### src/include/ciHub_cfg.svh
`ifndef CIHUB_CFG_SVH
`define CIHUB_CFG_SVH

// Custom-instruction operand and result width
`define CI_WIDTH 32

// Release comes when the top bit sets 16 cycles after lock
`define RESET_COUNT_WIDTH 5

// One microsecond is 10 cycles of the 100 ns simulation clock
`define CYCLES_PER_MICROSECOND 10
`define DELAY_COUNT_WIDTH 32

// Grayscale weights summing to 256
`define GRAY_WEIGHT_RED 54
`define GRAY_WEIGHT_GREEN 183
`define GRAY_WEIGHT_BLUE 19

`endif

### src/verilog/ciPackage.sv
`include "ciHub_cfg.svh"

package ciPackage;

  // Custom-instruction numbers seen on ciN
  typedef enum logic [7:0] {
    ciSwapByte  = 8'd1,
    ciDelay     = 8'd6,
    ciGrayscale = 8'd13
  } ciOpcode;

  typedef enum logic [1:0] {
    idle,
    waiting,
    finish
  } delayState;

  // Operand and result word
  typedef logic [`CI_WIDTH-1:0] ciWord;

endpackage

### src/verilog/resetSequencer.sv
`timescale 1ns/10ps
`include "ciHub_cfg.svh"

module resetSequencer (
  input  logic s_systemClock,
  input  logic s_pllLocked,
  output logic cpuReady,
  output logic cpuReset
);

  logic [`RESET_COUNT_WIDTH-1:0] resetCount;

  // Counts up after lock and holds once the top bit is set
  always_ff @(posedge s_systemClock or negedge s_pllLocked) begin
    if (!s_pllLocked) begin
      resetCount <= '0;
    end else if (!resetCount[`RESET_COUNT_WIDTH-1]) begin
      resetCount <= resetCount + 1'b1;
    end
  end

  assign cpuReady = resetCount[`RESET_COUNT_WIDTH-1];
  assign cpuReset = ~cpuReady;  // Held until the count completes

  // Once released, the CPU stays out of reset while the PLL holds lock
  assert property (@(posedge s_systemClock) disable iff (!s_pllLocked)
    cpuReady |=> cpuReady)
    else $error("resetSequencer: cpuReady dropped while PLL locked");

endmodule

### src/verilog/microsecondTimer.sv
`timescale 1ns/10ps
`include "ciHub_cfg.svh"

module microsecondTimer import ciPackage::*; (
  input  logic  s_systemClock,
  input  logic  s_pllLocked,
  input  logic  cpuReset,
  input  logic  loadTimer,
  input  ciWord loadValue,
  output logic  expired
);

  localparam int PRESCALE_WIDTH = $clog2(`CYCLES_PER_MICROSECOND);
  localparam logic [PRESCALE_WIDTH-1:0] FIRST_TICK = PRESCALE_WIDTH'(1);
  localparam logic [PRESCALE_WIDTH-1:0] LAST_TICK =
    PRESCALE_WIDTH'(`CYCLES_PER_MICROSECOND - 1);

  logic [PRESCALE_WIDTH-1:0]     prescaleCount;
  logic [`DELAY_COUNT_WIDTH-1:0] remainingCount;

  always_ff @(posedge s_systemClock or negedge s_pllLocked) begin
    if (!s_pllLocked) begin
      prescaleCount  <= '0;
      remainingCount <= '0;
    end else if (cpuReset) begin
      prescaleCount  <= '0;
      remainingCount <= '0;
    end else if (loadTimer) begin
      // The load cycle itself is tick 0 of the first microsecond
      prescaleCount  <= FIRST_TICK;
      remainingCount <= loadValue;
    end else if (remainingCount != '0) begin
      if (prescaleCount == LAST_TICK) begin
        prescaleCount  <= '0;
        remainingCount <= remainingCount - 1'b1;  // One microsecond gone
      end else begin
        prescaleCount <= prescaleCount + 1'b1;
      end
    end
  end

  // Never reports done in the cycle a new delay is loaded
  assign expired = (remainingCount == '0) && !loadTimer;

  // An idle timer stays at zero until the next load
  assert property (@(posedge s_systemClock) disable iff (!s_pllLocked)
    (remainingCount == '0) && !loadTimer |=> remainingCount == '0)
    else $error("microsecondTimer: count wrapped below zero");

endmodule

### src/verilog/delaySequencer.sv
`timescale 1ns/10ps

module delaySequencer import ciPackage::*; (
  input  logic    s_systemClock,
  input  logic    s_pllLocked,
  input  logic    cpuReset,
  input  logic    ciStart,
  input  ciOpcode ciN,
  input  ciWord   ciDataA,
  input  logic    expired,
  output logic    loadTimer,
  output ciWord   loadValue,
  output logic    ciDone,
  output ciWord   ciResult
);

  delayState currentState;
  delayState nextState;
  logic      startDelay;
  logic      doneReg;

  assign startDelay = ciStart && (ciN == ciDelay) && (currentState == idle);

  assign loadTimer = startDelay;
  assign loadValue = ciDataA;  // Sampled by the timer only on a load

  always_comb begin
    nextState = currentState;
    case (currentState)
      idle: begin
        // Zero delay skips the timer
        if (startDelay) begin
          nextState = (ciDataA == '0) ? finish : waiting;
        end
      end
      waiting: begin
        if (expired) begin
          nextState = finish;
        end
      end
      finish:  nextState = idle;
      default: nextState = idle;
    endcase
  end

  always_ff @(posedge s_systemClock or negedge s_pllLocked) begin
    if (!s_pllLocked) begin
      currentState <= idle;
      doneReg      <= 1'b0;
    end else if (cpuReset) begin
      currentState <= idle;
      doneReg      <= 1'b0;
    end else begin
      currentState <= nextState;
      doneReg      <= (nextState == finish);  // High for the one cycle in finish
    end
  end

  assign ciDone   = doneReg;
  assign ciResult = '0;  // Delay returns no value

  // CPU must wait for ciDone before issuing the next instruction
  assert property (@(posedge s_systemClock) disable iff (!s_pllLocked)
    ciStart |-> currentState == idle)
    else $error("delaySequencer: ciStart in state %s", currentState.name());

endmodule

### src/verilog/byteSwapper.sv
`timescale 1ns/10ps
`include "ciHub_cfg.svh"

module byteSwapper import ciPackage::*; (
  input  logic    ciStart,
  input  ciOpcode ciN,
  input  ciWord   ciDataA,
  input  ciWord   ciDataB,
  output logic    ciDone,
  output ciWord   ciResult
);

  localparam int BYTE_COUNT = `CI_WIDTH / 8;

  logic  selected;
  ciWord reversedWord;
  ciWord halfSwappedWord;

  assign selected = ciStart && (ciN == ciSwapByte);

  always_comb begin
    for (int i = 0; i < BYTE_COUNT; i++) begin
      reversedWord[8*i +: 8]    = ciDataA[8*(BYTE_COUNT-1-i) +: 8];
      halfSwappedWord[8*i +: 8] = ciDataA[8*(i ^ 1) +: 8];  // Swap within each half-word
    end
  end

  // Bit 0 of operand B picks the swap mode
  assign ciDone   = selected;
  assign ciResult = !selected   ? '0 :
                    ciDataB[0] ? halfSwappedWord : reversedWord;

endmodule

### src/verilog/grayscaleConverter.sv
`timescale 1ns/10ps
`include "ciHub_cfg.svh"

module grayscaleConverter import ciPackage::*; (
  input  logic    ciStart,
  input  ciOpcode ciN,
  input  ciWord   ciDataA,
  output logic    ciDone,
  output ciWord   ciResult
);

  logic        selected;
  logic [7:0]  red;
  logic [7:0]  green;
  logic [7:0]  blue;
  logic [15:0] weightedSum;
  logic [7:0]  grayLevel;

  assign selected = ciStart && (ciN == ciGrayscale);

  // RGB565 fields widened to 8 bits with zero low bits
  assign red   = {ciDataA[15:11], 3'b000};
  assign green = {ciDataA[10:5], 2'b00};
  assign blue  = {ciDataA[4:0], 3'b000};

  // Weights sum to 256, so the top byte is the gray level
  assign weightedSum = 16'(`GRAY_WEIGHT_RED) * {8'd0, red} +
                       16'(`GRAY_WEIGHT_GREEN) * {8'd0, green} +
                       16'(`GRAY_WEIGHT_BLUE) * {8'd0, blue};

  assign grayLevel = weightedSum[15:8];

  assign ciDone   = selected;
  assign ciResult = selected ? {{(`CI_WIDTH-8){1'b0}}, grayLevel} : '0;

endmodule

### src/verilog/ciHub.sv
`timescale 1ns/10ps

module ciHub import ciPackage::*; (
  input  logic    s_systemClock,
  input  logic    s_pllLocked,
  input  logic    ciStart,
  input  ciOpcode ciN,
  input  ciWord   ciDataA,
  input  ciWord   ciDataB,
  output logic    cpuReady,
  output logic    ciDone,
  output ciWord   ciResult
);

  logic  cpuReset;
  logic  loadTimer;
  ciWord loadValue;
  logic  timerExpired;
  logic  swapDone;
  ciWord swapResult;
  logic  delayDone;
  ciWord delayResult;
  logic  grayDone;
  ciWord grayResult;

  resetSequencer resetSeq (
    .s_systemClock(s_systemClock),
    .s_pllLocked  (s_pllLocked),
    .cpuReady     (cpuReady),
    .cpuReset     (cpuReset)
  );

  microsecondTimer usTimer (
    .s_systemClock(s_systemClock),
    .s_pllLocked  (s_pllLocked),
    .cpuReset     (cpuReset),
    .loadTimer    (loadTimer),
    .loadValue    (loadValue),
    .expired      (timerExpired)
  );

  // Opcode 6 blocks for a number of microseconds
  delaySequencer delayUnit (
    .s_systemClock(s_systemClock),
    .s_pllLocked  (s_pllLocked),
    .cpuReset     (cpuReset),
    .ciStart      (ciStart),
    .ciN          (ciN),
    .ciDataA      (ciDataA),
    .expired      (timerExpired),
    .loadTimer    (loadTimer),
    .loadValue    (loadValue),
    .ciDone       (delayDone),
    .ciResult     (delayResult)
  );

  byteSwapper swapUnit (
    .ciStart (ciStart),
    .ciN     (ciN),
    .ciDataA (ciDataA),
    .ciDataB (ciDataB),
    .ciDone  (swapDone),
    .ciResult(swapResult)
  );

  grayscaleConverter grayUnit (
    .ciStart (ciStart),
    .ciN     (ciN),
    .ciDataA (ciDataA),
    .ciDone  (grayDone),
    .ciResult(grayResult)
  );

  // Unselected units drive zero, so OR merges cleanly
  assign ciDone   = swapDone | delayDone | grayDone;
  assign ciResult = swapResult | delayResult | grayResult;

endmodule

### config.mk
export PLATFORM = sky130hd
export DESIGN_NAME = ciHub
export DESIGN_NICKNAME = d
export VERILOG_FILES = /design/src/verilog/ciPackage.sv /design/src/verilog/resetSequencer.sv /design/src/verilog/microsecondTimer.sv /design/src/verilog/delaySequencer.sv /design/src/verilog/byteSwapper.sv /design/src/verilog/grayscaleConverter.sv /design/src/verilog/ciHub.sv
export VERILOG_INCLUDE_DIRS = /design/src /design/src/include
export SDC_FILE = /design/constraint.sdc
export NUM_CORES = 1
export LEC_CHECK = 0
export BUFFER_PORTS_ARGS = -buffer_cell sky130_fd_sc_hd__buf_2
export CAP_MARGIN = 25
export CORE_MARGIN = 5
export CORE_UTILIZATION = 48
export DETAILED_ROUTE_END_ITERATION = 8
export PLACE_DENSITY_LB_ADDON = 0.15
export SLEW_MARGIN = 20
export SYNTH_ARGS = -nofsm -noshare
export SYNTH_HDL_FRONTEND = slang
export SYNTH_SLANG_ARGS = --single-unit
### constraint.sdc
create_clock -name s_systemClock -period 14.2 [get_ports s_systemClock]
set_clock_uncertainty 0.15 [all_clocks]
set_input_delay 2.13 -clock s_systemClock [delete_from_list [all_inputs] [get_ports s_systemClock]]
set_output_delay 2.13 -clock s_systemClock [all_outputs]
set_load 0.01 [all_outputs]
==> results of run 1 <==
## flip-flops by register name (all words and copies together), names as in the netlist
register	flops
usTimer.remainingCount	32
resetSeq.resetCount	5
usTimer.prescaleCount	4
delayUnit.currentState	2
delayUnit.ciDone	1
## cells in the mapped netlist (3+ instances only)
master,instances,area [um^2]
a21oi_1,31,155
mux2i_1,33,330
nor2b_1,6,37.5
nand2_1,19,71.3
or3_1,5,31.3
xnor2_1,14,123
a21o_1,5,37.5
a31oi_1,5,31.3
xor2_1,21,184
nand3_1,12,60.1
o22ai_1,8,50.1
o21a_1,4,30.0
or4_1,3,22.5
buf_2,4,20.0
nor3_1,27,135
ha_1,83,1040
nor4_1,15,93.8
o211ai_1,7,52.6
fa_1,25,500
a211oi_1,11,82.6
or2_2,8,50.1
and2_1,3,18.8
nor2_1,57,214
nand4_1,7,43.8
inv_1,76,285
dfrtp_1,44,1100
o21ai_0,28,140
o311ai_0,10,87.6
clkbuf_1,15,56.3
or3_2,3,22.5
## metrics by stage
step / instance area (um^2) / setup slack (ps)
floorplan: 5510 / 4750
global placement: 6010 / 4240
detailed placement: 6010 / 4140
CTS: 6200 / 4130
global route: 6210 / 3870
finish: 6210 / 4140
## layer usage
layer | GRT usage (%) | up-vias | share of wire [%]
met2 | 35.8 | 168 | 45
met1 | 34.4 | 2361 | 48
met4 | 3.36 | 0 | 0.78
met5 | 0 | - | 0
met3 | 2.93 | 12 | 6.0
li1 | - | 2397 | -
## cell families (layout without fill, tap and decap cells)
kind of cell	after synthesis	after routing	synth area share (%)
xor+xnor	36	36	5.97
simple gates	186	186	18.2
fa+ha+maj	108	108	27.9
compound gates	127	127	15.0
mux	34	34	6.20
flops	44	44	20.0
buf+inv	97	165	6.70
## critical path, stage by stage
cell     delay, ps
buf_2          170
fa_1           550
inv_1           50
fa_1           470
fa_1           520
inv_1           40
ha_1           340
a21oi_1        210
nor2b_1         70
o21a_1         190
o41ai_1        500
xor2_1         180
fa_1           560
inv_1           50
ha_1           330
and2_1         160
a221o_1        350
a31oi_1        250
xnor3_1        340
o22ai_1        150
buf_2          160
## worst max-delay path by stage
stage / from / end / slack (ps) / cells after the start
2_1_floorplan: ciDataA[8] / ciResult[7] / 4750 / 19
3_3_place_gp: ciDataA[8] / ciResult[7] / 4240 / 21
3_5_place_dp: ciDataA[8] / ciResult[7] / 4140 / 21
4_1_cts: ciDataA[8] / ciResult[7] / 4130 / 21
5_1_grt: ciDataA[8] / ciResult[7] / 3870 / 21
6_report: ciDataA[8] / ciResult[7] / 4140 / 21
## area by class of cell
| class | count | area share [%] |
|---|---|---|
| multi-input cells | 491 | 65.0 |
| flip-flops and latches | 44 | 17.7 |
| repair buffers | 81 | 6.73 |
| inverters | 77 | 4.65 |
| well taps | 143 | 2.88 |
| clock buffers | 5 | 2.01 |
| clock inverters | 2 | 0.967 |
## cell usage in the layout (no fill, tap or decap), types with 4 or more instances in the layout
cell type / instances
nor2_1: 57
nand4_1: 7
or3_1: 5
a211oi_1: 11
o21ai_0: 28
nand3_1: 12
fa_1: 25
a31oi_1: 5
xor2_1: 21
o21a_1: 4
inv_1: 76
nor2b_1: 6
xnor2_1: 14
nand2_1: 19
ha_1: 83
or2_2: 8
clkbuf_16: 5
o311ai_0: 10
buf_2: 76
o22ai_1: 8
o211ai_1: 7
a21oi_1: 31
nor4_1: 15
dfrtp_1: 44
mux2i_1: 33
nor3_1: 27
a21o_1: 5
buf_4: 5
## power groups by stage
stage / Clock (mW) / Sequential, mW / Combinational (mW)
2_1_floorplan: 0 / 0.196 / 0.560
3_3_place_gp: 0 / 0.204 / 0.667
3_5_place_dp: 0 / 0.208 / 0.691
4_1_cts: 0.149 / 0.205 / 0.697
5_1_grt: 0.154 / 0.213 / 0.792
6_report: 0.147 / 0.207 / 0.700
==> summary.md, run 1 <==
| Metric | Value |
|---|---|
| Outcome | completed |
| CP required | 11920 ps |
| Gp weighted congestion | 0.886 |
| Setup TNS | 0 ps |
| Drt drc | 0 |
| Hold Path Stages | 1 |
| Drt first pass iters | 5 |
| Switch share | 45.1% |
| Final ANT Viol Nets | 0 |
| Routed len/inst | 18.1 um |
| Post-Route WL | 15200 um |
| Row count | 39 |
| FILL cells | 1070 |
| Overall power | 1.05 mW |
| Gate Count Post-Synth | 632 |
| # hold bufs at CTS | 0 |
| Hold crit path type | reg2reg |
| PwrDens | 170 mW/mm^2 |
| Crit Path Category | in2out |
| Post-synth EDFFs | 0 |
| RSZ-0062 raised after global routing | false |
| Min-Delay Endpoint | resetSeq.resetCount[3] |
| Multi-input gate area | 0.00404 mm^2 |
| Vias in the first global route | 4792 |
| Hpwl dp | 12200 um |
| Ys Warns | 0 |
| Synthesized area per cell | 8.71 um^2 |
| Hold Vio Cnt, Final | 0 |
| Max-slew headroom | 36.1% |
| CTS max path bufs | 2 |
| VDD IR-drop max | 0.0876 mV |
| Vias per inst | 5.86 |
| Max FO, Critical Path | 8 |
| Worst-path clk slew | 60 ps |
| Synth Register Bits | 44 |
| Reg area | 0.00110 mm^2 |
| Post-synth ARST share | 100% |
| Fraction of layout cells with a size suffix above 1 | 16.0% |
| First-pass GRT wire length | 24400 um |
| Least-Margin Pin Slew | 959 ps |
| Comb power frac | 66.4% |
| Reg-to-Reg Start | usTimer.remainingCount[21] |
| Final Max Slew Viols | 0 |
| Flop pwr share | 19.6% |
| CP Capture Type | output pin |
| Final core utilization | 54.9% |
| Sink Count | 44 |
| Final hold slack | 328 ps |
| Post-CTS sizing | 0 |
| Mapped Area | 0.00551 mm^2 |
| Die height | 117 um |
| Worst reg-to-reg path cell count | 6 |
| Via count | 4938 |
| Ant diodes | 0 |
| IO buf count | 77 |
| GRT Util Overall | 22.8% |
| Synth Flop Type | dfrtp_1 |
| Inserted Clock Buffers | 5 |
| Final nets | 883 |
| Largest net degree at the start of global routing | 45 |
| I/O pin count | 109 |
| Min Tclk post-route | 10060 ps |
| Placed Cells | 835 |
| Fin cells | 843 |
| Final setup viols | 0 |
| Global route overflow | 0 |
| Max-cap viol count | 0 |
| Die Footprint | 0.0137 mm^2 |
| Initial core utilization | 48.7% |
| Fmax | 0.0994 GHz |
| Skew-Pair Late Insertion Delay | 290 ps |
| Clk root buf | clkbuf_16 |
| Hold wc startpoint | resetSeq.resetCount[3] |
| Power share of the clock group | 13.9% |
| NetSw | 0.475 mW |
| Area grow syn2layout | 12.7% |
| Post-synth cell types | 63 |
| Synth Net Count | 815 |
| CTS tree | built |
| Crit share post-route | 70.8% |
| Leakage Power | 3.18 nW |
| Postcts setup bufs | 0 |
| 1st-iter DRT viols | 415 |
| Cell Int Power | 0.579 mW |
| Critical R2R Capture | usTimer.remainingCount[29] |
| Startpoint types | input pin |
| Post-synthesis sequential area ratio | 20.0% |
| Initial antenna violation count | 0 |
| Core ar. | 0.0113 mm^2 |
| R2r setup slk | 10720 ps |
| CP Data Arrival Time | 7780 ps |
| Die W | 117 um |
| Htree depth | 2 |
Note: power is estimated with default switching activity, not from simulation.
==> inputs of run 2 (changes only) <==
- ABC_AREA: unset -> 1
- clock period: 14.2 -> 9.35 ns (I/O delays scaled with it)
==> run 2 against run 1 <==
  * Combinational power rose by 49%
  * Non-clock buffer count did not move
  * Via count rose by 35%
  * Register-to-register slack got worse by 4500 ps
  * Wire length rose by 32%
  * First-iteration DRC count rose by 46%
  * Sequential cell count did not move
  * Core utilization fell by 0.15 points
  * Clock power rose by 50%
  * Sequential share of layout area fell by 2.7 points
==> summary.md, run 2 <==
| Metric | Value |
|---|---|
| Final core utilization | 54.7% (-0.15 points) |
| # hold bufs at CTS | 0 (unchanged) |
| NetSw | 0.736 mW (+55%) |
| Placed Cells | 1232 (+48%) |
| Hpwl dp | 16500 um (+35%) |
| Max-slew headroom | 28.8% (-7.3 points) |
| Post-synth cell types | 43 (-32%) |
| Largest net degree at the start of global routing | 51 (+13%) |
| Final critical-path setup slack | 1450 ps (-2690 ps) |
| Cell Int Power | 0.717 mW (+24%) |
| Via count | 6667 (+35%) |
| Met2 Usage GRT | 35.9% (+0.060 points) |
| Gate Count Post-Synth | 1002 (+59%) |
| Worst-path clk slew | 60 ps (about the same) |
| Hold crit path type | reg2reg |
| Inserted Clock Buffers | 5 (unchanged) |
| Least-Margin Pin Slew | 1060 ps (+106 ps) |
| Outcome | completed |
| Met3 usage | 5.80% (+2.9 points) |
| Vias in the first global route | 5960 (+24%) |
| CTS max path bufs | 2 (unchanged) |
| R2r setup slk | 6210 ps (-4510 ps) |
| Gp weighted congestion | 0.942 (+6.3%) |
| Most used routing layer | met1 |
| 1st-iter DRT viols | 606 (+46%) |
| Switch share | 50.6% (+5.6 points) |
| CP Data Arrival Time | 6350 ps (-1430 ps) |
| Area grow syn2layout | 10.7% |
| I/O pin count | 109 (unchanged) |
| Die height | 127 um (+8.6%) |
| Crit share post-route | 84.5% |
| IO buf count | 77 (unchanged) |
| Max reg flops | 32 (unchanged) |
| Hold Vio Cnt, Final | 0 (unchanged) |
| First-pass GRT wire length | 32000 um (+31%) |
| Setup TNS | 0 ps (unchanged) |
| Fraction of layout cells with a size suffix above 1 | 10.6% (-5.4 points) |
| Synth Flop Type | dfrtp_1 |
| Overall power | 1.45 mW (+38%) |
| PwrDens | 199 mW/mm^2 (+17%) |
| Final Max Slew Viols | 0 (unchanged) |
| Global route overflow | 0 (unchanged) |
| Reg-to-Reg Start | delayUnit.currentState[0] |
| Fin cells | 1241 (+47%) |
| Share of the synthesized area in the top cell type | 16.7% (-3.3 points) |
| Final setup viols | 0 (unchanged) |
| Worst reg-to-reg path cell count | 8 (+2) |
| Synth Register Bits | 44 (unchanged) |
| CP Capture Type | output pin |
| Drt first pass iters | 5 (unchanged) |
| Initial antenna violation count | 0 (unchanged) |
| GR Layer Usage met1 | 39.2% (+4.9 points) |
| Post-synthesis sequential area ratio | 16.7% (-3.3 points) |
| Top flop regs | usTimer.remainingCount x32, resetSeq.resetCount x5, usTimer.prescaleCount x4 |
| Power share of the clock group | 15.1% (+1.2 points) |
| Sink Count | 44 (unchanged) |
| Post-Route WL | 20200 um (+32%) |
| Final nets | 1247 (+41%) |
| Commonest non-fill, non-tap cell in the layout | nand2_1 |
| Final hold slack | 329 ps (+0.789 ps) |
| Mapped Area | 0.00660 mm^2 (+20%) |
| Top-count cell post-synth | nand2_1 |
| CTS tree | built |
| Row count | 42 (+7.7%) |
| Final ANT Viol Nets | 0 (unchanged) |
| Clk root buf | clkbuf_16 |
| Most frequent cells in the layout | nand2_1, inv_1, nor2_1 |
| Max FO, Critical Path | 8 (unchanged) |
| Ys Warns | 0 (unchanged) |
| CP required | 7800 ps (-4120 ps) |
| Skew-Pair Late Insertion Delay | 300 ps (about the same) |
| Startpoint types | input pin |
| Vias per inst | 5.37 (-8.3%) |
| VDD IR-drop max | 0.176 mV (+100%) |
| Max-cap viol count | 0 (unchanged) |
| Synthesized area per cell | 6.58 um^2 (-24%) |
| Min Tclk post-route | 7900 ps |
| Post-synth ARST share | 100% (unchanged) |
| Post-synth EDFFs | 0 (unchanged) |
| Fmax | 0.127 GHz |
| Die Footprint | 0.0162 mm^2 (+18%) |
| CP endpoint | ciResult[7] |
| Pre-CTS setup slack | 1500 ps (-2630 ps) |
| Hold wc startpoint | resetSeq.resetCount[3] |
| RSZ-0062 raised after global routing | false |
| Worst Setup SP | ciDataA[8] |
| Ant diodes | 0 (unchanged) |
| Critical R2R Capture | usTimer.remainingCount[1] |
| Flop pwr share | 13.4% (-6.2 points) |
| Core ar. | 0.0133 mm^2 (+18%) |
| Post-CTS sizing | 0 (unchanged) |
| Postcts setup bufs | 0 (unchanged) |
| Synth area leaders | dfrtp_1, ha_1, nand2_1 |
| Crit Path Category | in2out |
| Drt drc | 0 (unchanged) |
| Cell taking the most area after synthesis | dfrtp_1 |
| Top reg by flops | usTimer.remainingCount |
| Leakage Power | 4.37 nW (+38%) |
| Die W | 127 um (+8.6%) |
| GRT Util Overall | 25.0% (+2.2 points) |
| Post-route design area | 0.00730 mm^2 (+18%) |
| Synth Net Count | 1185 (+45%) |
| Routed len/inst | 16.2 um (-10%) |
| Initial core utilization | 49.4% (+0.77 points) |
| Post-DP Area | 0.00711 mm^2 (+18%) |
| Comb power frac | 71.4% (+5.0 points) |
| Post-synth top cells | nand2_1, inv_1, nor2_1 |
| Htree depth | 2 (unchanged) |
run 2: final cells by class:
cell class	count	area, um^2
clock buffer	7	153
clock inverter	1	30.0
fill	1424	6050
inverter	158	593
multi-input combinational	774	4770
sequential	44	1100
tap	176	220
timing repair buffer	81	432
run 2: power by group through the flow:
stage          Clock [mW]  Sequential [mW]  Combinational, mW
6_report            0.220            0.195               1.04
5_1_grt             0.232            0.195               1.17
4_1_cts             0.221            0.195               1.02
3_5_place_dp            0            0.199               1.01
3_3_place_gp            0            0.199              0.999
2_1_floorplan           0            0.198              0.762
run 2: per-layer routing:
| layer | wire [um] | up-vias |
|---|---|---|
| met1 | 10100 | 3037 |
| met5 | 0 | - |
| met3 | 1870 | 11 |
| met4 | 155 | 0 |
| li1 | - | 3376 |
| met2 | 8050 | 243 |
run 2: kinds of logic after synthesis:
kind of cell | after synthesis | share of synthesized area, %
buf+inv | 184 | 10.9
fa+ha+maj | 108 | 23.3
simple gates | 490 | 32.0
xor+xnor | 32 | 4.25
flops | 44 | 16.7
compound gates | 144 | 12.8
run 2: worst max-delay path: stages:
cell	delay, ps
buf_2	180
fa_1	550
inv_1	50
fa_1	480
fa_1	530
inv_1	50
ha_1	360
a21oi_1	160
nand2_1	100
a21oi_1	150
nor2_1	60
nor2_1	110
xor2_1	100
fa_1	610
inv_1	60
ha_1	350
a21oi_1	290
nand2_1	90
nand2_1	60
nand2_1	40
nor2_1	130
inv_1	50
nand2_1	60
nand3_1	80
nand2_1	90
buf_2	130
run 2: worst min-delay path by stage:
stage,endpoint,depth (start not counted)
floorplan,resetSeq.resetCount[3],1
global placement,resetSeq.resetCount[3],1
detailed placement,resetSeq.resetCount[3],1
CTS,resetSeq.resetCount[3],1
global route,resetSeq.resetCount[3],1
finish,resetSeq.resetCount[3],1
